$ cat config.mk
export PLATFORM = sky130hd
export DESIGN_NAME = colmix
export DESIGN_NICKNAME = d
export VERILOG_FILES = /design/src/hw/colmix_pkg.sv /design/src/hw/colmix.sv
export SDC_FILE = /design/constraint.sdc
export NUM_CORES = 1
export LEC_CHECK = 0
export ABC_AREA = 1
export BUFFER_PORTS_ARGS = -buffer_cell sky130_fd_sc_hd__buf_4
export CORE_MARGIN = 2
export CORE_UTILIZATION = 45
export CTS_CLUSTER_DIAMETER = 60
export CTS_CLUSTER_SIZE = 8
export DETAILED_ROUTE_END_ITERATION = 6
export HOLD_SLACK_MARGIN = 0.06
export PLACE_DENSITY = 0.76
export SLEW_MARGIN = 20
export SYNTH_ARGS = -nofsm -noshare
export SYNTH_HDL_FRONTEND = slang
export SYNTH_SLANG_ARGS = --single-unit
$ cat constraint.sdc
create_clock -name clk -period 0.8 [get_ports clk]
set_input_delay 0.04 -clock clk [delete_from_list [all_inputs] [get_ports clk]]
set_output_delay 0.04 -clock clk [all_outputs]
set_load 0.005 [all_outputs]
$ cat src/hw/colmix_pkg.sv
// --------------------
// sizes are fixed by the board
// address map is byte based on an 8-bit Wishbone bus
// --------------------

package colmix_pkg;

    localparam int pal_aw  = 9;  // 512 palette entries
    localparam int prom_aw = 8;  // 256 priority codes
    localparam int wb_aw   = 11;

    // cpu address map
    localparam logic [wb_aw-1:0] base_pal_gr = 11'h000; // red/green bank
    localparam logic [wb_aw-1:0] base_pal_b  = 11'h200; // blue bank
    localparam logic [wb_aw-1:0] base_prom   = 11'h400; // write only
    localparam logic [wb_aw-1:0] addr_ctrl   = 11'h500;

    // pixel enables from the input sample to the output register
    localparam int blank_dly = 3;

    // prom code 1 also means char
    typedef enum logic [1:0] {
        layer_char = 2'd0,
        layer_obj  = 2'd2,
        layer_scr  = 2'd3
    } layer_e;

    typedef struct packed {
        logic [6:0] char_pxl;
        logic [7:0] obj_pxl;
        logic [7:0] scr_pxl;
        logic       hbl;      // active high
        logic       vbl;
    } pixel_in_t;

    typedef struct packed {
        logic [3:0] blue;
        logic [3:0] green;
        logic [3:0] red;
    } rgb_t;

    typedef struct packed {
        logic             cyc;
        logic             stb;
        logic             we;
        logic [wb_aw-1:0] adr;
        logic [7:0]       dat;
    } wb_req_t;

    typedef struct packed {
        logic       ack;
        logic [7:0] dat;
    } wb_rsp_t;

    typedef struct packed {
        logic [pal_aw-1:0] addr;
        logic [7:0]        data;  // blue bank keeps the low nibble
        logic              we;
    } mem_wr_t;

    typedef struct packed {
        logic [prom_aw-1:0] addr;
        logic [1:0]         data;
        logic               we;
    } prom_wr_t;

    typedef struct packed {
        logic char_off;
        logic obj_off;
    } layer_mask_t;

endpackage
$ cat src/hw/colmix.sv
// --------------------
// pixel in at pxl_cen edge k, color out after edge k+3
// layer mask only feeds the priority address
// --------------------

`timescale 1ns/1ps

module colmix (
    input  logic                           clk,
    input  logic                           rst,
    input  logic                           pxl_cen,
    input  colmix_pkg::pixel_in_t          pxl,
    input  colmix_pkg::layer_mask_t        mask,
    output logic [colmix_pkg::prom_aw-1:0] prom_rd_addr,
    input  colmix_pkg::layer_e             prio,
    output logic [colmix_pkg::pal_aw-1:0]  pal_rd_addr,
    input  logic [7:0]                     pix_gr,
    input  logic [3:0]                     pix_b,
    output colmix_pkg::rgb_t               rgb,
    output logic                           lhbl_dly,
    output logic                           lvbl_dly
);
    import colmix_pkg::*;

    logic       obj_blank;
    logic       char_blank;
    logic [6:0] s1_char, s1_obj, s1_scr;  // wait for the prom
    logic [6:0] s2_char, s2_obj, s2_scr;  // lined up with prio
    // active-low {hbl, vbl}, index 0 holds the sampled pixel
    logic [blank_dly:0][1:0] lbl_sh;
    logic       px_blank;

    // transparent when the low nibble is zero, or hidden by the mask
    assign obj_blank  = ~|pxl.obj_pxl[3:0] | mask.obj_off;
    assign char_blank = ~|pxl.char_pxl[3:0] | mask.char_off;

    // stage 1 prom address and pixel fields
    always_ff @(posedge clk) begin
        if (pxl_cen) begin
            prom_rd_addr <= {pxl.scr_pxl[7], pxl.obj_pxl[7], obj_blank, char_blank,
                             pxl.scr_pxl[3:0]};
            s1_char <= pxl.char_pxl;
            s1_obj  <= pxl.obj_pxl[6:0];
            s1_scr  <= pxl.scr_pxl[6:0];
        end
    end

    // stage 2, fields move along as the prom answers
    always_ff @(posedge clk) begin
        if (pxl_cen) begin
            s2_char <= s1_char;
            s2_obj  <= s1_obj;
            s2_scr  <= s1_scr;
        end
    end

    // palette index, bank in the top two bits
    always_comb begin
        case (prio)
            layer_obj: pal_rd_addr = {2'b01, s2_obj};
            layer_scr: pal_rd_addr = {2'b10, s2_scr};
            default:   pal_rd_addr = {2'b00, s2_char};
        endcase
    end

    // blank flags, reset to blanked
    always_ff @(posedge clk) begin
        if (rst)
            lbl_sh <= '0;
        else if (pxl_cen)
            lbl_sh <= {lbl_sh[blank_dly-1:0], ~{pxl.hbl, pxl.vbl}};
    end

    assign px_blank = ~&lbl_sh[blank_dly-1];   // either flag low

    // stage 3 color out
    always_ff @(posedge clk) begin
        if (rst)
            rgb <= '0;
        else if (pxl_cen)
            rgb <= px_blank ? '0 : {pix_b, pix_gr};  // gr is {green, red}
    end

    assign {lhbl_dly, lvbl_dly} = lbl_sh[blank_dly];

    // only three banks hold colors
    a_no_bank3: assert property (@(posedge clk) disable iff (rst)
        pxl_cen |-> pal_rd_addr[pal_aw-1 -: 2] != 2'b11);

endmodule

---- After elaboration in Yosys (flattened, before gate mapping) ----
Cells that the tools add are included.
word-level totals
  latch bits .............................. 0
  register bits ........................... 70
  logic and storage cells ................. 26
  memories ................................ 0
  ROM bits ................................ 0
  input bits .............................. 44
  bits in writable memories ............... 0
operators by class
  add/sub/neg operators ................... 0
  mux-type cells .......................... 2
  $lt $le $gt $ge ......................... 0
  equal/unequal tests ..................... 2
  divide/modulo/power cells ............... 0
  reduce and logical (&&, ||, !) cells .... 5
  multipliers ............................. 0
  bitwise logic cells ..................... 3
  shifts and indexed selects .............. 0
operators with widths
  operator                               number
  9-bit one-hot mux with 2 select lines  1
  12-bit two-way mux                     1
  4-bit OR reduction                     2
  2-bit == test, second input constant   2
  1-bit logical NOT                      2
  2-bit inverter                         1
  1-bit OR                               2
  2-bit AND reduction                    1

---- Logic depth before layout (Yosys ltp) ----
  depth in word-level cells ............... 3
  depth in mapped cells ................... 5
  gate-level depth less buffers ........... 4

---- Worst setup path after synthesis ----
Ideal clock, no wire load.
  kind .................................... reg-to-reg
  start point ............................. register lbl_sh[5] in the netlist's numbering
  end point ............................... register rgb[0] in the netlist's numbering
  library setup time ...................... 0.128 ns
  path buffers ............................ 1
  stages on the path, launching flop included .. 6
  arrival time ............................ 0.737 ns
  required time ........................... 0.672 ns
  path slack .............................. -0.065 ns
  cell sequence ........................... dfxtp_1 -> nand2_1 -> buf_2 -> nor2_1 -> nor2_1 -> nor2_1
on the way
  longest elaborated chain between the ends .. 2
RTL lines
  what                    line          source
  start, declared         colmix.sv:30  logic [blank_dly:0][1:0] lbl_sh;
  start signal, assigned  colmix.sv:71  lbl_sh <= {lbl_sh[blank_dly-1:0], ~{pxl.hbl, pxl.vbl}};
  2-bit AND reduction     colmix.sv:74  assign px_blank = ~&lbl_sh[blank_dly-1];
  12-bit two-way mux      colmix.sv:81  rgb <= px_blank ? '0 : {pix_b, pix_gr};
  end signal, assigned    colmix.sv:81
  end, declared           colmix.sv:19  output colmix_pkg::rgb_t rgb,
Every way passes these cells.
A chain may end at the register's enable or synchronous reset.

---- Final worst setup path ----
  start point ............................. register s2_scr[0]
  end point ............................... output port pal_rd_addr[0] in the netlist's numbering
on the way
  longest elaborated chain between the ends .. 1
RTL lines
  what                                   line          source
  start, declared                        colmix.sv:28  logic [6:0] s2_char, s2_obj, s2_scr;
  start signal, assigned                 colmix.sv:53  s2_scr <= s1_scr;
  9-bit one-hot mux with 2 select lines  colmix.sv:59  case (prio)
  end, declared                          colmix.sv:16  output logic [colmix_pkg::pal_aw-1:0] pal_rd_addr,
Every way passes these cells.

==> metrics.cfg <==
[worst_setup_path]
slowest_delay_ns = 0.38
setup.worst_path.end_class = output pin
critPathLaunchType = flip-flop
crit_type = reg2out
reg2reg_depth = 6
arrival_ns = 1.01
r2r_end = rgb[7]
worst_path_max_delay_cell = edfxtp_1
cp.required_ns = 0.76
r2r-start = lbl_sh[4]
rrSetupSlack_ns = -0.21
path_cells = nand2_1 -> nand3_2 -> buf_6
critPathMaxFanout = 1

[routing]
wl_um = 5510
vias = 1897
wl_per_cell_um = 13.4
drt-pass1-iter-count = 4
drc = 0
ant_nets = 0
viasPerCell = 4.63
drt_iter0_markers = 72

[global_route]
grt_util_met2_pct = 34.6
grt-busiest-layer = met2
grt_pass1_vias = 1871
grt_util_all_layers_pct = 19.4
grt_overflow_total = 0
grt_antenna_before_repair = 0
grt_pass1_wl_um = 8650
grtUsageMet3_pct = 4.74
grt_max_degree = 32
grt_use_met1_pct = 21.2

[yosys]
syn_area_per_cell_sq_um = 11.4
synth.distinct_cells = 15
yosys_warnings = 0
synth_top_area_share_pct = 58.2
synth_nets = 253
synth-seq-cells = 66
syn-cell-area_sq_um = 2370
seq_area_frac_synth_pct = 75.0
yosysTopAreaCell = edfxtp_1
ys_top_cells_by_area = edfxtp_1, dfxtp_1, nor2_1
syn_inst = 209

[sta]
relSlewSlack_pct = 77.9
slew_viol_final = 0
finClkSkew_ns = 0.00775
setup_violations = 38
fin_crit_sh_pct = 132
setup_ws_ns = -0.254
hold_violations = 0
fin_crit_ns = 1.05
worst-slew-pin-transition_ns = 0.331
fmax_ghz = 0.948
finalSetupTns_ns = -3.69
rsz0062_at_grt = yes

[placement]
io_buffers = 74
post-place-ws_ns = -0.0728
place_congestion = 0.780
dp_hpwl_um = 3060

[hold_path]
holdPathEnd = s1_char[3]
hold_start = pxl[21]
min_path_type = in2reg
hold-path-cell-count = 2

[power_and_ir_drop]
power_density_nw_per_um2 = 1920
total_power_mw = 7.43
ir_worst_vdd_v = 0.00117
power_leakage_nw = 1.59

[run_status]
violations = negative setup slack
status = finished with violations

[final_layout]
nFillCells = 319
area_growth_syn_to_layout_pct = 62.8
drive_gt1_share_pct = 40.6
diodes = 0
layout.nets = 379
layout_common_cells = buf_4, nor2_1, edfxtp_1, dlygate4sd3_1, nand2_1
final_common_cell = buf_4

[floorplan]
core_area_sq_um = 5110
boundaryPins = 75
die_x_um = 76.6
rows = 26
initial_utilization_pct = 46.5
die_h_um = 76.6
die_area_sq_um = 5870

[cts]
htreeDepth = 3
ctsLongestPathBuffers = 2
cts.clk_slew.worst_paths_ns = 0.07
clkLatencyLatePin_ns = 0.33
cts.sinks = 66
clockRootBuffer = clkbuf_8
cts_tree = done
cts-buffers-inserted = 9

[flow_run]
max_cap_violations = 0

[routing by layer]
metal / vias to the layer above / routed length, um
li1: 925 / -
met2: 73 / 2890
met5: - / 0
met4: 0 / 124
met3: 12 / 278
met1: 887 / 2220
[worst max path at each step]
stage	startpoint	endpoint	slack [ns]	cells after the start
3_3_place_gp	lbl_sh[5]	rgb[10]	-0.04	4
5_1_grt	s2_scr[0]	pal_rd_addr[0]	-0.29	3
2_1_floorplan	lbl_sh[4]	rgb[1]	0.002	5
6_report	s2_scr[0]	pal_rd_addr[0]	-0.25	3
3_5_place_dp	prio[0]	pal_rd_addr[0]	-0.07	6
4_1_cts	s2_scr[0]	pal_rd_addr[0]	-0.28	3
[critical path: cells and delay by family (launching register included)]
family | cells | cell delay (ns)
AND/OR/NAND/NOR | 2 | 0.18
buffers and inverters | 1 | 0.12
flip-flops | 1 | 0.38
[what timing repair did]
action | 4_1_cts | 5_1_grt
pin swaps | 10 | 11
buffers inserted | 1 | 3
gates cloned | 1 | 0
resized for setup | 42 | 26
hold buffers | 40 | 0
hold endpoints to repair | 45 | 0
endpoints found under the setup margin | 41 | 45
[cells by family after synthesis]
logic type | after synthesis | synth area share [%]
buffers and inverters | 25 | 4.79
DFF | 66 | 75.0
AOI/OAI and AO/OA | 12 | 2.95
and+or+nand+nor | 106 | 17.2
[where the power goes]
group	switching [mW]	internal (mW)
Combinational	0.279	0.444
Clock	1.22	1.57
Sequential	0.0559	3.86
[metrics by stage]
stage,utilization (%),hold slack (ns),instances,instance area [sq um]
floorplan,-,0.129,209,2390
global placement,59.7,0.218,351,3050
detailed placement,59.7,0.219,351,3050
CTS,74.3,0.126,409,3790
global route,75.7,0.101,410,3860
finish,75.7,0.111,410,3860
[state kept, by name, summed over array words and instances, names as in the netlist, 6 cells and up]
name          cells
lbl_sh            6
prom_rd_addr      8
s1_char           7
s2_scr            7
s2_obj            7
s1_obj            7
rgb              12
s2_char           7
[final cells by class]
cell class	instances	area, sq um	share of cell area (%)
clock inverter	4	20.0	0.518
tap	70	87.6	2.27
sequential	66	1810	46.7
clock buffer	12	188	4.86
timing repair buffer	125	1150	29.7
inverter	15	56.3	1.46
multi-input combinational	118	561	14.5
[synthesized netlist by cell type]
library cell,instances
nor2_1,52
inv_1,13
clkbuf_1,2
clkinv_1,1
buf_2,4
edfxtp_1,46
dfxtp_1,20
a21o_1,2
inv_2,1
buf_4,4
a21oi_1,8
o21bai_1,2
nand2_1,46
nor2_2,1
nand3_1,7
No activity file was read; power rests on OpenSTA's default activity.
