`config.mk`:
```
export PLATFORM = sky130hd
export DESIGN_NAME = prio_prom
export DESIGN_NICKNAME = d
export VERILOG_FILES = /design/src/hw/colmix_pkg.sv /design/src/hw/prio_prom.sv
export SDC_FILE = /design/constraint.sdc
export NUM_CORES = 1
export LEC_CHECK = 0
export ABC_AREA = 1
export BUFFER_PORTS_ARGS = -buffer_cell sky130_fd_sc_hd__buf_4
export CAP_MARGIN = 15
export CORE_ASPECT_RATIO = 1.75
export CORE_MARGIN = 5
export CORE_UTILIZATION = 49
export DETAILED_ROUTE_END_ITERATION = 16
export GPL_TIMING_DRIVEN = 0
export PLACE_DENSITY = 0.62
export SYNTH_ARGS = -nofsm -noshare
export SYNTH_HDL_FRONTEND = slang
export SYNTH_SLANG_ARGS = --single-unit
export TNS_END_PERCENT = 20
```
`constraint.sdc`:
```
create_clock -name clk -period 2.4 [get_ports clk]
set_clock_uncertainty 0.1 [all_clocks]
set_input_delay 0.24 -clock clk [delete_from_list [all_inputs] [get_ports clk]]
set_output_delay 0.24 -clock clk [all_outputs]
set_load 0.02 [all_outputs]
```
`src/hw/colmix_pkg.sv`:
```
// --------------------
// sizes are fixed by the board
// address map is byte based on an 8-bit Wishbone bus
// --------------------

package colmix_pkg;

    localparam int pal_aw  = 9;  // 512 palette entries
    localparam int prom_aw = 8;  // 256 priority codes
    localparam int wb_aw   = 11;

    // cpu address map
    localparam logic [wb_aw-1:0] base_pal_gr = 11'h000; // red/green bank
    localparam logic [wb_aw-1:0] base_pal_b  = 11'h200; // blue bank
    localparam logic [wb_aw-1:0] base_prom   = 11'h400; // write only
    localparam logic [wb_aw-1:0] addr_ctrl   = 11'h500;

    // pixel enables from the input sample to the output register
    localparam int blank_dly = 3;

    // prom code 1 also means char
    typedef enum logic [1:0] {
        layer_char = 2'd0,
        layer_obj  = 2'd2,
        layer_scr  = 2'd3
    } layer_e;

    typedef struct packed {
        logic [6:0] char_pxl;
        logic [7:0] obj_pxl;
        logic [7:0] scr_pxl;
        logic       hbl;      // active high
        logic       vbl;
    } pixel_in_t;

    typedef struct packed {
        logic [3:0] blue;
        logic [3:0] green;
        logic [3:0] red;
    } rgb_t;

    typedef struct packed {
        logic             cyc;
        logic             stb;
        logic             we;
        logic [wb_aw-1:0] adr;
        logic [7:0]       dat;
    } wb_req_t;

    typedef struct packed {
        logic       ack;
        logic [7:0] dat;
    } wb_rsp_t;

    typedef struct packed {
        logic [pal_aw-1:0] addr;
        logic [7:0]        data;  // blue bank keeps the low nibble
        logic              we;
    } mem_wr_t;

    typedef struct packed {
        logic [prom_aw-1:0] addr;
        logic [1:0]         data;
        logic               we;
    } prom_wr_t;

    typedef struct packed {
        logic char_off;
        logic obj_off;
    } layer_mask_t;

endpackage
```
`src/hw/prio_prom.sv`:
```
// --------------------
// contents come from cpu writes only
// lookup registered on pxl_cen
// --------------------

`timescale 1ns/1ps

module prio_prom (
    input  logic                           clk,
    input  logic                           pxl_cen,
    input  colmix_pkg::prom_wr_t           prom_wr,
    input  logic [colmix_pkg::prom_aw-1:0] prom_rd_addr,
    output colmix_pkg::layer_e             prio
);
    import colmix_pkg::*;

    logic [1:0] mem [2 ** prom_aw];
    logic [1:0] code;

    always_ff @(posedge clk) begin
        if (prom_wr.we)
            mem[prom_wr.addr] <= prom_wr.data;
    end

    assign code = mem[prom_rd_addr];

    always_ff @(posedge clk) begin
        if (pxl_cen) begin
            case (code)
                2'd2:    prio <= layer_obj;
                2'd3:    prio <= layer_scr;
                default: prio <= layer_char;  // codes 0 and 1
            endcase
        end
    end

    // bus side must hand over a clean address
    a_wr_addr_known: assert property (@(posedge clk)
        prom_wr.we |-> !$isunknown(prom_wr.addr));

endmodule

```
# [After elaboration in Yosys (flattened, before gate mapping)]
# Memory sizes are Yosys's and may differ from the RTL's.
# Cells that the tools add are included.
[op_classes] n_eq_ne=2 muxes=3
[ops] operator="2-bit equality test (second input constant)" n=2
[ops] operator="2-bit case mux with 2 select lines" n=1
[ops] operator="1-bit two-way mux" n=2
[totals] reg_bits=2 mem_bits_rw=512 input_bits=21 out_inout_bits=2 elab_cells=7 memories=1
[memory_table] memory="mem" words=256 word_bits=2 rd=1 rd_clocked_by_memory_dff=0 wr=1 line_no="prio_prom.sv:17" text="logic [1:0] mem [2 ** prom_aw];"

# [Depth between registers and ports, before layout]
# Gate-level depths: netlist of run 1.
# An unclocked memory read counts as a cell.
[logic_depth] word_depth=3 mapped_depth=16 mapped_depth_nobuf=13

# [Worst setup path before layout of run 1]
# Ideal clock, no wire load.
[synth_path] kind="input -> register" start="input prom_rd_addr[1] (netlist name)" end="register prio[0] (data pin)" setup_time_ns=0.249 t_arrival_ns=1.359 t_required_ns=2.051 path_slack_ns=0.691 stages=14 path_buffers=2 cell_sequence="inv_1 > buf_2 > clkbuf_1 > nand3_1 > nand3_1 > nand3_1 > nand3_1 > nand2_1 > nand2_1 > nand3_1 > nand3_1 > nand2_1 > nand2_1 > inv_1"
[synth_via] elab_chain_len=3 word_cells_on_any_way=4 cone_classes="2 x eq/ne; 1 x mux; 1 x memory"
[synth_lines] item="start: declaration" line_no="prio_prom.sv:12" text="input logic [colmix_pkg::prom_aw-1:0] prom_rd_addr,"
[synth_lines] item="memory 256 x 2 bit *"
[synth_lines] item="2-bit equality test" line_no="prio_prom.sv:29" text="case (code)"
[synth_lines] item="2-bit case mux with 2 select lines *" line_no="prio_prom.sv:29"
[synth_lines] item="end signal: assignment" line_no="prio_prom.sv:30" text="2'd2: prio <= layer_obj;"
[synth_lines] item="end signal: assignment" line_no="prio_prom.sv:31" text="2'd3: prio <= layer_scr;"
[synth_lines] item="end signal: assignment" line_no="prio_prom.sv:32" text="default: prio <= layer_char;"
[synth_lines] item="end: declaration" line_no="prio_prom.sv:13" text="output colmix_pkg::layer_e prio"
# Mark *: on every way between the ends. The rest lies on a longest branch, timed or not.
# A chain may end at the register's enable or synchronous reset.

# [Final worst setup path of run 1]
[layout_path] start="input prom_rd_addr[2] (netlist name)" end="register prio[0] (data pin)"
# The elaborated chain is that of the path after synthesis.

==> results of run 1 <==
==> cells by family (layout without fill, tap and decap cells) <==
family                 count (synthesis)  after routing  share of synthesized area
other                                  0              2                          0
DFF                                  514            514                     0.6976
buffers and inverters                183            287                    0.04366
and+or+nand+nor                     1360           1360                     0.2587
==> power groups by stage <==
stage / Clock [µW] / Combinational, µW / Sequential [µW]
2_1_floorplan: 0 / 698 / 10100
3_3_place_gp: 0 / 1540 / 10100
3_5_place_dp: 0 / 1560 / 10100
4_1_cts: 7290 / 1570 / 9900
5_1_grt: 7650 / 1650 / 9900
6_report: 7330 / 1640 / 9900
==> cells in the final DEF, fill, tap and decap left out <==
cell / n
buf_1: 6
buf_12: 1
buf_16: 2
buf_2: 51
buf_4: 41
buf_6: 13
buf_8: 3
bufinv_16: 3
clkbuf_1: 57
clkbuf_16: 49
clkbuf_2: 3
clkbuf_4: 1
clkdlybuf4s15_1: 2
clkinv_1: 10
clkinv_2: 2
clkinvlp_4: 1
diode_2: 2
dlygate4sd3_1: 2
edfxtp_1: 514
inv_1: 38
inv_2: 1
inv_4: 1
nand2_1: 582
nand3_1: 495
nor2_1: 283
==> worst max-delay path: cells and delay by family <==
family                 cells  cell delay, ns
buffers and inverters      4            1.44
and+or+nand+nor            9            1.13
==> stage by stage <==
stage	area [µm²]	hold slack [ns]	setup TNS (ns)
after global placement	22970	0.3498	-189.23
after global routing	24530	0.06415	0
after detailed placement	23040	0.3526	-2.781
final	24540	0.04004	-0.06614
after floorplan	22130	0.2389	0
after CTS	24500	0.02909	0
==> synth_stat cells <==
library cell	number
nor2_1	283
inv_1	38
inv_2	1
inv_4	1
buf_1	6
buf_6	13
buf_12	1
nand3_1	495
buf_2	52
buf_4	26
clkbuf_1	45
nand2_1	582
edfxtp_1	514
==> layout make-up <==
class	instances	area, µm²
clock buffer	66	1290
clock inverter	16	145.1
antenna	2	5.005
sequential	514	15430
buffer	143	832.0
timing repair buffer	22	232.7
multi-input combinational	1360	5724
inverter	40	152.6
tap	577	721.9
fill	3932	20440
==> registers in the layout (all words and copies together) (netlist names) <==
name / cells
mem: 512
prio: 2
==> metal layers <==
| metal | routed length [µm] | vias up | track usage | part of all wire |
|---|---|---|---|---|
| li1 | - | 7222 | - | - |
| met1 | 28220 | 8324 | 0.4038 | 0.32 |
| met2 | 41570 | 1234 | 0.5578 | 0.47 |
| met3 | 8619 | 425 | 0.06359 | 0.097 |
| met4 | 10820 | 0 | 0.3345 | 0.12 |
| met5 | 0 | - | 0 | 0 |
==> repair_timing <==
| action | CTS | global route |
|---|---|---|
| gates resized for setup | 1 | 11 |
| endpoints found under the setup margin | 1 | 1 |
| hold endpoints to repair | 4 | 0 |
| hold buffers | 2 | 0 |
| pin swaps | 0 | 0 |
==> how the worst min path moves through the flow <==
| stage | start | end | slack [ns] | cells after the start |
|---|---|---|---|---|
| final | prom_rd_addr[6] | prio[1]$_DFFE_PP_ | 0.04 | 4 |
| after global routing | prom_rd_addr[6] | prio[1]$_DFFE_PP_ | 0.06 | 4 |
| after CTS | prom_rd_addr[6] | prio[1]$_DFFE_PP_ | 0.03 | 4 |
| after detailed placement | pxl_cen | prio[1]$_DFFE_PP_ | 0.35 | 1 |
| after global placement | pxl_cen | prio[1]$_DFFE_PP_ | 0.35 | 1 |
| after floorplan | prom_wr[1] | mem[0][0]$_DFFE_PP_ | 0.24 | 0 |
==> reports/results.ini, run 1 <==
[run_status]
status=complete, but fails checks
violations=setup timing

[detailed_routing]
wl_per_cell_um=32.56
viasPerCell=6.279
first_pass_iters=5
drt_iter0_drc=2509
wl_um=89220
drtAntennaViolNets=0
num_vias=17205
drc_errors=0

[finish]
syn_to_final_growth_pct=10.91
nNetsFinal=2148
drive_above_1_share=0.07959
final_util=0.5456
fin_cells=2740

[clock_tree]
clock_latency_ns=0.57
numCtsBuffers=46
post_cts_buffers=0
cts-htree-levels=2
clock-root-buffer=clkbuf_16
path_clk_slew_ns=0.07
cts_buffer_depth=3
cts_tree=yes
cts.sinks=514

[flow_run]
cap_viol_max_count=0

[power]
leakage_uw=0.008533
irDropWorstVdd_v=0.0006622
power_uw=18870
switching_share=0.2430
p_int_uw=14290
powerDensity_nw_per_um2=769.1
pwr-share-comb=0.087
seq_power_share=0.525
switching_power_uw=4586
clockPowerShare=0.389

[die]
dieArea_um2=49670
initial_utilization=0.4919
die_w_um=170.6
core_region_area_um2=44980
num_rows=103
die_h_um=291.1
pin_count=23

[setup_path]
slowest_stage=clkdlybuf4s15_1
cp_data_arrival_time_ns=2.82
rr_worst_depth=12
cp.required_ns=2.75
cp-start-kind=input pin
critPathMaxStageDelay_ns=0.67
rr_startpoint=mem[78][1]$_DFFE_PP_
cp_common_cell=nand3_1
r2r_slack_ns=0.41
path_cells=buf_4 -> clkdlybuf4s15_1 -> buf_2 -> nand3_1 -> nand3_1 -> nand3_1 -> nand2_1 -> nand2_1 -> nand3_1 -> nand3_1 -> nand2_1 -> nand2_1 -> inv_1
worst-path-max-fanout=10
endpoint=prio[0]$_DFFE_PP_
startpoint=prom_rd_addr[2]
crit_type=input pin to flop
timing.rr.end=prio[0]$_DFFE_PP_
end_kind=flop

[timing]
setup_violations=1
hold_viol=0
slew_headroom=0.1504
fmax_ghz=0.4055
slew_violations=0
setup_slack_ns=-0.06614
fin_crit_ns=2.466
finalCritPeriodShare=1.028
worst_slew_pin_slew_ns=1.274
rsz0062_at_grt=no

[global_routing]
grt-ovfl-total=0
grt_antenna_before_repair=1
grt_pass1_vias=16932
grt_pass1_wl_um=122200
grt_max_degree=154
track_usage=0.3557

[yosys]
yosys.area.top_type_share=0.6976
synth_seq_area_share=0.6976
syn-num-nets=2078
synth_seq_cells=514
synth_top_cell_by_area=edfxtp_1
syn_area_per_cell_um2=10.76
netlist-cell-type-count=13
yosysWarnings=0
synth.area.top_cells=edfxtp_1 70%, nand3_1 11%, nand2_1 9.9%, nor2_1 4.8%, buf_2 1.2%
synth_area_um2=22120
synth_cells=2057

[placed_design]
placed_cells=2653
post-dp-hpwl_um=58770
globalplace.congestion=1.022
dpl_worst_slack_ns=-0.6108
io_buffers=17

[min_path]
hold_class=input pin to flop

Note: power is estimated with default switching activity, not from simulation.
==> run 2, diff against run 1 <==
Settings changed: CELL_PAD_IN_SITES_DETAIL_PLACEMENT from default to 0, CELL_PAD_IN_SITES_GLOBAL_PLACEMENT from default to 2, CORE_UTILIZATION 49 to 46, PLACE_DENSITY 0.62 to 0.82.
==> run 2 against run 1 <==
The flow now finishes without violations. Worst hold slack worse by 0.017 ns. Cell count is 0.73% higher. Routed wire length is 4.0% higher. Register-to-register slack hardly changed. Global-route usage is 0.87 points lower. Flip-flop and latch count stayed put. Final area is 0.93% higher. Clock power is 9.1% higher. Count of clock-buffer cells in the layout is 11 lower. Critical path type unchanged. Critical endpoint unchanged.
==> reports/results.ini, run 2 (synthesis gave the netlist of run 1 again) <==
[timing]
fin_crit_ns=2.201  ; -0.2656 ns
worst_slew_pin_slew_ns=1.224  ; -0.05040 ns
finalCritPeriodShare=0.9169  ; -0.1107
tns_ns=0  ; +0.06614 ns
setup_violations=0  ; -1
rsz0062_at_grt=no
hold_viol=0  ; unchanged
fmax_ghz=0.4544  ; +12%
setup_slack_ns=0.1994  ; +0.2656 ns
slew_violations=0  ; unchanged
slew_headroom=0.1840  ; +0.03360

[die]
pin_count=23  ; unchanged
die_h_um=300.1  ; +3.1%
num_rows=106  ; +2.9%
dieArea_um2=52760  ; +6.2%
core_region_area_um2=47750  ; +6.2%
die_w_um=175.8  ; +3.0%
initial_utilization=0.4634  ; -0.02853

[setup_path]
rr_worst_depth=12  ; unchanged
worst-path-max-fanout=10  ; unchanged
cp_data_arrival_time_ns=2.55  ; -0.27 ns
crit_type=input pin to flop
cp.required_ns=2.75  ; about the same
timing.rr.end=prio[0]$_DFFE_PP_
r2r_slack_ns=0.41  ; about the same
cp-start-kind=input pin
end_kind=flop
rr_startpoint=mem[45][1]$_DFFE_PP_

[clock_tree]
cts_tree=yes
cts-htree-levels=2  ; unchanged
clock-root-buffer=clkbuf_16
cts_buffer_depth=3  ; unchanged
numCtsBuffers=48  ; +4.3%
clock_latency_ns=0.59  ; +0.02 ns
cts.sinks=514  ; unchanged
path_clk_slew_ns=0.06  ; about the same

[global_routing]
grt_pass1_vias=16699  ; -1.4%
grt_pass1_wl_um=125500  ; +2.7%
grt_max_degree=163  ; +5.8%
grt-ovfl-total=0  ; unchanged
grt_antenna_before_repair=1  ; unchanged
track_usage=0.3470  ; -0.008734

[finish]
largest_reg_flops=512  ; unchanged
syn_to_final_growth_pct=11.94
nNetsFinal=2152  ; +0.19%
top_regs=mem x512, prio x2
final_util=0.5187  ; -0.02684
fin_cells=2760  ; +0.73%
drive_above_1_share=0.08776  ; +0.008167
regMostFlops=mem
final_common_cell=nand2_1
final_cell_mix=582 x nand2_1, 514 x edfxtp_1, 495 x nand3_1

[placed_design]
dpl_worst_slack_ns=-0.6184  ; -0.007616 ns
globalplace.congestion=0.9702  ; -5.0%
post-dp-hpwl_um=61610  ; +4.8%
io_buffers=17  ; unchanged
placed_cells=2672  ; +0.72%

[detailed_routing]
drtAntennaViolNets=0  ; unchanged
wl_per_cell_um=33.61  ; +3.2%
first_pass_iters=8  ; +3
viasPerCell=6.112  ; -2.7%
drt_iter0_drc=1904  ; -24%
wl_um=92770  ; +4.0%
num_vias=16868  ; -2.0%
drc_errors=0  ; unchanged

[min_path]
worstHoldStart=prom_wr[1]
hold_depth=1  ; -3
whs_endpoint=mem[0][0]$_DFFE_PP_
hold_class=input pin to flop

[flow_run]
cap_viol_max_count=0  ; unchanged

[power]
leakage_uw=0.008625  ; +1.1%
powerDensity_nw_per_um2=790.1  ; +2.7%
irDropWorstVdd_v=0.0005612  ; -15%
power_uw=19570  ; +3.7%

[run_status]
status=finished, final reports clean

[run 2: area by class of cell]
type                    count  area, µm²
plain buffers             143      822.0
fillers                  4403      22980
flip-flops and latches    514      15430
multi-input cells        1360       5724
clock inverters            29      356.6
repair buffers             24      282.8
clock buffers              55       1249
well taps                 594      743.2
inverters                  40      152.6
diodes                      1      2.502
[run 2: metrics by stage]
stage          hold WS, ns  cell area [µm²]
6_report           0.02346            24770
4_1_cts            0.05356            24760
5_1_grt            0.07533            24770
3_3_place_gp        0.3938            23000
3_5_place_dp        0.4016            23120
2_1_floorplan       0.2389            22130
[run 2: routing by layer]
metal / track usage / wire length [µm]
met5: 0 / 0
met1: 0.3777 / 30140
met4: 0.2735 / 9506
met2: 0.6026 / 46390
met3: 0.04818 / 6739
[run 2: worst max path at each step]
stage                     from                end  slack [ns]  cells after the start
2_1_floorplan  prom_rd_addr[1]  prio[0]$_DFFE_PP_        0.69                     14
3_3_place_gp   prom_rd_addr[2]  prio[0]$_DFFE_PP_       -0.63                     13
3_5_place_dp   prom_rd_addr[1]  prio[0]$_DFFE_PP_       -0.62                     15
4_1_cts        prom_rd_addr[2]  prio[0]$_DFFE_PP_        0.01                     13
5_1_grt        prom_rd_addr[2]  prio[0]$_DFFE_PP_        0.08                     13
6_report       prom_rd_addr[2]  prio[0]$_DFFE_PP_        0.20                     13
[run 2: timing repair]
action	4_1_cts	5_1_grt
hold endpoints to repair	15	0
setup buffers	0	0
endpoints found under the setup margin	1	2
gates resized for setup	1	12
hold buffers	3	0
[run 2: worst max-delay path, cell delays in order]
cell and delay, ns:
buf_4 0.13, inv_2 0.24, buf_1 0.83, nand3_1 0.25, nand3_1 0.18, nand3_1 0.17, nand2_1 0.09, nand2_1 0.05
nand3_1 0.09, nand3_1 0.09, nand2_1 0.08, nand2_1 0.05, inv_1 0.05
[run 2: power breakdown]
group          total, µW  internal (µW)  switching [µW]
logic               1660            351            1310
clock network       8000           4580            3420
registers           9900           9890            6.63
total              19600          14800            4740
