### config.mk
export PLATFORM = sky130hd
export DESIGN_NAME = colmix_regs
export DESIGN_NICKNAME = d
export VERILOG_FILES = /design/src/hw/colmix_pkg.sv /design/src/hw/colmix_regs.sv
export SDC_FILE = /design/constraint.sdc
export NUM_CORES = 1
export LEC_CHECK = 0
export BUFFER_PORTS_ARGS = -buffer_cell sky130_fd_sc_hd__buf_2
export CAP_MARGIN = 0
export CORE_ASPECT_RATIO = 2
export CORE_MARGIN = 3
export CORE_UTILIZATION = 40
export CTS_BUF_LIST = sky130_fd_sc_hd__clkbuf_4 sky130_fd_sc_hd__clkbuf_8
export DETAILED_ROUTE_END_ITERATION = 10
export PLACE_DENSITY = 0.8
export REMOVE_ABC_BUFFERS = 1
export SLEW_MARGIN = 20
export SYNTH_ARGS = -nofsm -noshare
export SYNTH_HDL_FRONTEND = slang
export SYNTH_SLANG_ARGS = --single-unit
### constraint.sdc
create_clock -name clk -period 2.05 [get_ports clk]
set_clock_uncertainty 0.2 [all_clocks]
set_input_delay 0.205 -clock clk [delete_from_list [all_inputs] [get_ports clk]]
set_output_delay 0.205 -clock clk [all_outputs]
set_load 0.05 [all_outputs]
### src/hw/colmix_pkg.sv
// --------------------
// sizes are fixed by the board
// address map is byte based on an 8-bit Wishbone bus
// --------------------

package colmix_pkg;

    localparam int pal_aw  = 9;  // 512 palette entries
    localparam int prom_aw = 8;  // 256 priority codes
    localparam int wb_aw   = 11;

    // cpu address map
    localparam logic [wb_aw-1:0] base_pal_gr = 11'h000; // red/green bank
    localparam logic [wb_aw-1:0] base_pal_b  = 11'h200; // blue bank
    localparam logic [wb_aw-1:0] base_prom   = 11'h400; // write only
    localparam logic [wb_aw-1:0] addr_ctrl   = 11'h500;

    // pixel enables from the input sample to the output register
    localparam int blank_dly = 3;

    // prom code 1 also means char
    typedef enum logic [1:0] {
        layer_char = 2'd0,
        layer_obj  = 2'd2,
        layer_scr  = 2'd3
    } layer_e;

    typedef struct packed {
        logic [6:0] char_pxl;
        logic [7:0] obj_pxl;
        logic [7:0] scr_pxl;
        logic       hbl;      // active high
        logic       vbl;
    } pixel_in_t;

    typedef struct packed {
        logic [3:0] blue;
        logic [3:0] green;
        logic [3:0] red;
    } rgb_t;

    typedef struct packed {
        logic             cyc;
        logic             stb;
        logic             we;
        logic [wb_aw-1:0] adr;
        logic [7:0]       dat;
    } wb_req_t;

    typedef struct packed {
        logic       ack;
        logic [7:0] dat;
    } wb_rsp_t;

    typedef struct packed {
        logic [pal_aw-1:0] addr;
        logic [7:0]        data;  // blue bank keeps the low nibble
        logic              we;
    } mem_wr_t;

    typedef struct packed {
        logic [prom_aw-1:0] addr;
        logic [1:0]         data;
        logic               we;
    } prom_wr_t;

    typedef struct packed {
        logic char_off;
        logic obj_off;
    } layer_mask_t;

endpackage
### src/hw/colmix_regs.sv
// --------------------
// ack two clocks after cyc and stb are first sampled
// master must drop stb after the single ack clock
// prom reads back as zero
// ctrl bit 0 is char_off and bit 1 obj_off
// --------------------

`timescale 1ns/1ps

module colmix_regs (
    input  logic                          clk,
    input  logic                          rst,
    input  colmix_pkg::wb_req_t           wb,
    output colmix_pkg::wb_rsp_t           wb_rsp,
    input  logic [7:0]                    cpu_gr,
    input  logic [3:0]                    cpu_b,
    output logic [colmix_pkg::pal_aw-1:0] cpu_addr,
    output colmix_pkg::mem_wr_t           gr_wr,
    output colmix_pkg::mem_wr_t           b_wr,
    output colmix_pkg::prom_wr_t          prom_wr,
    output colmix_pkg::layer_mask_t       mask
);
    import colmix_pkg::*;

    logic [1:0]       cnt;      // 0 idle, 1 and 2 waiting
    logic [wb_aw-1:0] lat_adr;
    logic [7:0]       lat_dat;
    logic             lat_we;
    logic             ack_r;
    logic [7:0]       dat_r;
    logic [7:0]       rd_mux;
    logic             start;
    logic             wr_now;
    logic             ctrl_we;
    logic             sel_gr, sel_b, sel_prom, sel_ctrl;

    // new cycle only when idle, and not on the ack clock itself
    assign start = wb.cyc && wb.stb && !ack_r && (cnt == 2'd0);

    // decode on the latched address
    assign sel_gr   = lat_adr[wb_aw-1:pal_aw] == base_pal_gr[wb_aw-1:pal_aw];
    assign sel_b    = lat_adr[wb_aw-1:pal_aw] == base_pal_b[wb_aw-1:pal_aw];
    assign sel_prom = lat_adr[wb_aw-1:prom_aw] == base_prom[wb_aw-1:prom_aw];
    assign sel_ctrl = lat_adr == addr_ctrl;

    assign wr_now  = (cnt == 2'd2) && lat_we && wb.cyc; // same edge as ack
    assign ctrl_we = wr_now && sel_ctrl;

    assign cpu_addr = lat_adr[pal_aw-1:0];  // ram read starts one clock early
    assign gr_wr    = '{addr: lat_adr[pal_aw-1:0], data: lat_dat, we: wr_now && sel_gr};
    assign b_wr     = '{addr: lat_adr[pal_aw-1:0], data: lat_dat, we: wr_now && sel_b};
    assign prom_wr  = '{addr: lat_adr[prom_aw-1:0], data: lat_dat[1:0],
                        we: wr_now && sel_prom};

    always_comb begin
        if (sel_gr)
            rd_mux = cpu_gr;
        else if (sel_b)
            rd_mux = {4'h0, cpu_b};  // upper nibble reads zero
        else if (sel_ctrl)
            rd_mux = {6'd0, mask.obj_off, mask.char_off};
        else
            rd_mux = 8'h00;          // prom and holes
    end

    always_ff @(posedge clk) begin
        if (rst) begin
            cnt   <= 2'd0;
            ack_r <= 1'b0;
            mask  <= '0;
        end else begin
            ack_r <= 1'b0;
            if (!wb.cyc) begin
                cnt <= 2'd0;         // master gave up
            end else begin
                case (cnt)
                    2'd0: if (start) cnt <= 2'd1;
                    2'd1: cnt <= 2'd2;
                    default: begin
                        cnt   <= 2'd0;
                        ack_r <= 1'b1;
                    end
                endcase
            end
            if (ctrl_we) begin
                mask.char_off <= lat_dat[0];
                mask.obj_off  <= lat_dat[1];
            end
        end
    end

    // request payload latched when a cycle starts
    always_ff @(posedge clk) begin
        if (start) begin
            lat_adr <= wb.adr;
            lat_dat <= wb.dat;
            lat_we  <= wb.we;
        end
        if (cnt == 2'd2)
            dat_r <= rd_mux;         // ram data settled a clock ago
    end

    assign wb_rsp = '{ack: ack_r, dat: dat_r};

    // master sees a single clock of ack per cycle
    a_ack_single: assert property (@(posedge clk) disable iff (rst)
        wb_rsp.ack |=> !wb_rsp.ack);

    a_one_we: assert property (@(posedge clk) disable iff (rst)
        $onehot0({gr_wr.we, b_wr.we, prom_wr.we, ctrl_we}));

endmodule

### Word-level counts from Yosys, hierarchy flattened

Index checks and enable logic that the tools add are counted.

* register bits: 33
* bits in latches: 0
* memory bits (writable): 0
* ROM bits: 0
* bits of input ports: 36
* output and inout bits: 67
* word-level logic and storage cells: 35
* memories: 0

* add/sub/neg operators: 0
* multiply operators: 0
* div/mod/pow operators: 0
* order comparisons: 0
* equality and inequality tests: 6
* shift-type cells: 0
* muxes and demuxes: 6
* bitwise logic cells: 1
* reduce and logical (&&, ||, !) cells: 14

Operators with widths (number)
* equality test 11 bit, second input constant: 1
* logical AND 1 bit: 9
* two-way mux 8 bit: 1
* equality test 2 x 1 -> 1 bit, second input constant: 2
* logical NOT 2 bit: 2
* two-way mux 2 bit: 2
* two-way mux 4 bit: 1
* one-hot mux 2 bit (2 select lines): 1
* OR reduction 2 bit: 2
* equality test 3 bit, second input constant: 1
* equality test 2 bit, second input constant: 1
* != test 2 bit, second input constant: 1
* logical NOT 1 bit: 1
* two-way mux 1 bit: 1
* NOT 1 bit: 1

### Logic depth before layout (Yosys ltp)

Gate-level depths: netlist (run 1).

* word-level depth: 5
* mapped depth: 4
* mapped depth without buffers: 3

### Worst setup path before layout (run 1)

Ideal clock, no wire load.

* path kind: reg2out
* start point: register lat_adr[9]
* end point: output port prom_wr[0] in the netlist's numbering
* data arrival time: 2.261 ns
* required time: 1.645 ns
* path slack: -0.616 ns
* stages on the path, launching flop included: 3
* path buffers: 1
* cells stage by stage: edfxtp_1 > clkbuf_1 > nor4b_1

RTL lines
* start: declaration: RTL line colmix_regs.sv:26 `logic [wb_aw-1:0] lat_adr;`
* start signal: assignment: RTL line colmix_regs.sv:95 `lat_adr <= wb.adr;`
* end: declaration: RTL line colmix_regs.sv:20 `output colmix_pkg::prom_wr_t prom_wr,`

==> impl_metrics.ini, run 1 <==
[run_status]
status = finished, final reports clean

[logic_synthesis]
async_reset_ff_share_pct = 0
synth_edf_count = 28
synth_area_mm2 = 0.001579
synthXorXnorAreaFrac_pct = 0
ys_types = 21
ys_warn_count = 0
synth_compound_gate_area_share_pct = 1.109
ys_seq_area_share_pct = 59.59
synthAdderAreaFrac_pct = 0
synth_top_flop_cell = edfxtp_1
synth-simple-area-share_pct = 13.15
syn_area_per_cell_um2 = 13.73
synth-seq-cells = 33
muxShareOfSynthArea_pct = 3.803
synth_top_family_by_area = buffers and inverters
synth_cells = 115

[setup_path]
r2r-start = lat_adr[5]
crit_required_ns = 1.64
crit_arrival_ns = 1.56
path_class = flop to output port
rrSetupSlack_ns = 0.23
timing.rr.end = mask[1]
crit_fanout = 4
ff2ff_path_depth = 3
start_kind = flop
cp-end-kind = output port
crit_start = cnt[0]

[placed_design]
place_area_mm2 = 0.001813
gp_congestion = 0.7166
io_buffers = 102
dp_cells = 220
hpwl_um = 2423

[cells_and_area]
drive_gt1_share_pct = 57.21
final_area_mm2 = 0.002131
fillers = 331
syn_to_final_growth_pct = 34.94
final_cell_mix = 102 x buf_2, 28 x edfxtp_1, 22 x dlygate4sd3_1, 6 x mux2i_1, 6 x clkbuf_8
antennaDiodeCount = 0
final_common_cell = buf_2
nets = 236
instances_no_fill = 250

[clock_network]
root_buffer = clkbuf_8
cts_resized = 0
path_clk_slew_ns = 0.06
post_cts_buffers = 0
insertion_delay_ns = 0.27
cts_tree = built
numCtsBuffers = 5
clkSinkCount = 33
clk_path_buf_depth = 2
cts.htree.levels = 2
ctsHoldBuffers = 22

[worst_hold_path]
min_path_type = input port to flop
hold_path.startpoint = cpu_gr[5]
hold_end = dat_r[5]
hold_depth = 2

[floorplan]
die_x_um = 50.43
ios = 103
die_y_um = 94.86
dieArea_mm2 = 0.004783
core_area_mm2 = 0.003724
start_util_pct = 42.41
core.rowCount = 31

[power]
total_power_mw = 1.580
netSwitchingPower_uw = 433.4
ir_worst_vdd_uv = 564.6
power_density_mw_per_mm2 = 741.5
leakagePower_nw = 0.9721
combPwrFrac_pct = 18.9
intPower_mw = 1.147
swShare_pct = 27.43
p_seq_share_pct = 48.8
clockPowerShare_pct = 32.2

[routing]
vias_per_cell = 4.300
drcViolationCount = 0
ant_nets = 0
wl_per_cell_um = 12.92
drt_iter0_markers = 4
dr.pass1.iters = 3
drt-total-wl_um = 3230
num_vias = 1075

[sta]
rsz0062_at_grt = no
post-route-period-util_pct = 95.75
relSlewSlack_pct = 75.90
worst_slew_pin_slew_ns = 0.3615
min_period_ns = 1.963
holdWs_ns = 0.009368
max_freq_mhz = 509.4
drv_slew = 0
hold_viol = 0
finalSetupViolations = 0

[grt]
use_met3_pct = 5.055
grt_usage_pct = 13.69
top_usage_layer = met2
grt_max_degree = 22
grt_antenna_before_repair = 0
met1_usage_pct = 12.31
grt_pass1_wl_um = 4809
grt_pass1_vias = 1077
overflow = 0
use_met2_pct = 26.09

[flow_run]
drv_cap = 0
## cells in the mapped netlist, drive strengths merged, types with 2 or more instances
| cell | count | area, um^2 |
|---|---|---|
| and2 | 4 | 25.02 |
| buf | 46 | 345.3 |
| clkbuf | 2 | 7.510 |
| dfxtp | 5 | 100.1 |
| edfxtp | 28 | 840.8 |
| mux2i | 6 | 60.06 |
| nand2b | 4 | 25.02 |
| nor2 | 4 | 15.01 |
| nor2b | 2 | 12.51 |
| nor3 | 2 | 10.01 |
| o2bb2ai | 2 | 17.52 |
## per-stage QoR
stage	setup TNS [ns]	utilization [%]	setup slack (ns)
2_1_floorplan	-3.764	-	-1.185
3_3_place_gp	0	48.69	0.2633
3_5_place_dp	0	48.69	0.2250
4_1_cts	0	57.22	0.09422
5_1_grt	0	57.22	0.03101
6_report	0	57.22	0.08709
## registers in the layout, summed over array words and instances (netlist names)
register,cells
ack_r,1
cnt,2
dat_r,8
lat_adr,11
lat_dat,8
lat_we,1
mask,2
## worst max-delay path, cell delays in order (launching register included)
cell,delay (ns)
dfxtp_1,0.33
nand4b_1,0.33
nor4b_1,0.31
buf_2,0.32
## worst max-delay path by stage
stage / slack, ns / endpoint / cells after the start
floorplan: -1.19 / prom_wr[0] / 1
global placement: 0.26 / mask[0] / 3
detailed placement: 0.23 / mask[1] / 3
CTS: 0.09 / prom_wr[0] / 3
global route: 0.03 / prom_wr[0] / 3
finish: 0.09 / prom_wr[0] / 3
## cell type report
class	instances	area, um^2	area share (%)
Multi-Input combinational cell	34	285.3	13.39
Clock buffer	8	97.59	4.580
Sequential cell	33	940.9	44.16
Tap cell	49	61.31	2.877
Timing Repair Buffer	126	745.7	35.00
## power by group through the flow
stage	logic (mW)	registers, mW	clock network, mW
global placement	0.267	0.785	0
CTS	0.301	0.772	0.527
floorplan	0.0252	0.944	0
detailed placement	0.269	0.786	0
finish	0.299	0.771	0.510
global route	0.313	0.774	0.566
## cell families after synthesis
kind of cell | Yosys count
flip-flops | 33
multiplexers | 6
AND/OR/NAND/NOR | 26
AO/OA/AOI/OAI | 2
buffers and inverters | 48
## metal layers
| metal | wire length (um) | vias to the layer above |
|---|---|---|
| met4 | 50 | 0 |
| met5 | 0 | - |
| li1 | - | 525 |
| met3 | 319 | 6 |
| met1 | 1080 | 470 |
| met2 | 1779 | 74 |
Power figures use the tool's default switching activity.
==> run 2: changes to the inputs <==
==> constraint.sdc (replaced) <==
create_clock -name clk -period 2.05 [get_ports clk]
set_clock_uncertainty 0.2 [all_clocks]
set_input_delay 0.3075 -clock clk [delete_from_list [all_inputs] [get_ports clk]]
set_output_delay 0.3075 -clock clk [all_outputs]
set_load 0.05 [all_outputs]
==> impl_metrics.ini, run 2 (synthesized netlist as in run 1, its figures left out) <==
[sta]
worst_slew_pin_slew_ns = 0.3854
finalSetupViolations = 0
holdWs_ns = 0.01474
rsz0062_at_grt = yes
post-route-period-util_pct = 95.82
hold_viol = 0
max_freq_mhz = 509.1
relSlewSlack_pct = 74.30
min_period_ns = 1.964
drv_slew = 0

[setup_path]
start_kind = flop
ff2ff_path_depth = 3
timing.rr.end = mask[1]
cp-end-kind = output port
crit_arrival_ns = 1.46
rrSetupSlack_ns = 0.21
path_class = flop to output port
r2r-start = lat_adr[5]
crit_required_ns = 1.54
crit_fanout = 5

[floorplan]
dieArea_mm2 = 0.004783
core_area_mm2 = 0.003724
core.rowCount = 31
die_x_um = 50.43
die_y_um = 94.86
start_util_pct = 42.41
ios = 103

[cells_and_area]
largest_register = lat_adr
reg.largest.list = lat_adr x11, dat_r x8, lat_dat x8
drive_gt1_share_pct = 58.79
instances_no_fill = 248
largest_reg_flops = 11
final_common_cell = buf_2
antennaDiodeCount = 0
final_area_mm2 = 0.002120
syn_to_final_growth_pct = 34.23
nets = 234
final_cell_mix = 100 x buf_2, 28 x edfxtp_1, 19 x dlygate4sd3_1, 6 x mux2i_1, 6 x clkbuf_8
fillers = 330

[grt]
overflow = 0
grt_antenna_before_repair = 0
use_met2_pct = 25.87
grt_usage_pct = 13.67
use_met3_pct = 5.371
grt_max_degree = 22
grt_pass1_vias = 1069
top_usage_layer = met2
met1_usage_pct = 12.56
grt_pass1_wl_um = 4871

[clock_network]
insertion_delay_ns = 0.27
root_buffer = clkbuf_8
cts.htree.levels = 2
cts_tree = built
numCtsBuffers = 5
path_clk_slew_ns = 0.06
clk_path_buf_depth = 2
clkSinkCount = 33

[run_status]
status = finished, final reports clean

[power]
ir_worst_vdd_uv = 546.9
total_power_mw = 1.570
leakagePower_nw = 0.9639
intPower_mw = 1.143
combPwrFrac_pct = 18.8
p_seq_share_pct = 49.1
clockPowerShare_pct = 32.1
power_density_mw_per_mm2 = 740.8
swShare_pct = 27.20
netSwitchingPower_uw = 427.1

[routing]
drt_iter0_markers = 7
vias_per_cell = 4.427
drt-total-wl_um = 3166
ant_nets = 0
drcViolationCount = 0
num_vias = 1098
wl_per_cell_um = 12.77
dr.pass1.iters = 3

[placed_design]
io_buffers = 102
place_area_mm2 = 0.001813
gp_congestion = 0.7540
hpwl_um = 2456
dp_cells = 220

[worst_hold_path]
hold_end = lat_dat[7]
min_path_type = input port to flop
hold_depth = 1
hold_path.startpoint = wb[7]

[flow_run]
drv_cap = 0
[run 2: cell count changes in the layout (fill, tap and decap cells not counted), sizes merged]
cell / before / now
dlygate4sd3: 22 / 19
clkbuf: 8 / 9
[run 2: power by group through the flow]
stage	sequential, mW	combinational (mW)	clock [mW]
finish	0.772	0.295	0.503
global route	0.775	0.309	0.557
CTS	0.772	0.295	0.527
detailed placement	0.786	0.269	0
global placement	0.785	0.267	0
floorplan	0.944	0.0252	0
[run 2: routing by layer]
| metal | vias to the layer above | wire length [um] | part of all wire (%) |
|---|---|---|---|
| li1 | 521 | - | - |
| met1 | 498 | 1003 | 32 |
| met2 | 73 | 1790 | 57 |
| met3 | 6 | 321 | 10 |
| met4 | 0 | 51 | 1.6 |
| met5 | - | 0 | 0 |
[run 2: worst max-delay path, stage by stage, from the launching register on]
cell	delay, ns
dfxtp_1	0.38
nand4b_1	0.24
nor3b_1	0.28
clkbuf_4	0.28
[run 2: worst max-delay path by stage]
stage | start | end | cells after the start
3_5_place_dp | wb[21] | prom_wr[0] | 4
6_report | cnt[1] | b_wr[0] | 3
3_3_place_gp | wb[21] | prom_wr[0] | 4
5_1_grt | cnt[1] | b_wr[0] | 3
4_1_cts | cnt[1] | prom_wr[0] | 3
2_1_floorplan | lat_adr[8] | prom_wr[0] | 1
[run 2: timing repair]
action | 4_1_cts | 5_1_grt
hold buffers | 18 | 1
gates resized for setup | 1 | 2
pin swaps | 1 | 0
setup buffers | 1 | 0
setup endpoints to repair | 2 | 1
hold endpoints to repair | 18 | 1
[run 2: metrics by stage]
step	setup TNS [ns]	utilization, %	worst slack, ns
2_1_floorplan	-4.071	-	-1.288
3_3_place_gp	0	48.69	0.2493
3_5_place_dp	0	48.69	0.1831
4_1_cts	0	56.42	0.02071
5_1_grt	-0.0008167	56.92	-0.0008167
6_report	0	56.92	0.08578
[run 2: cell type report]
type,count,area [um^2],area share (%)
sequential,33,940.9,44.39
timing repair buffer,124,728.2,34.36
multi-input combinational,34,291.5,13.75
clock buffer,8,97.59,4.604
tap,49,61.31,2.893
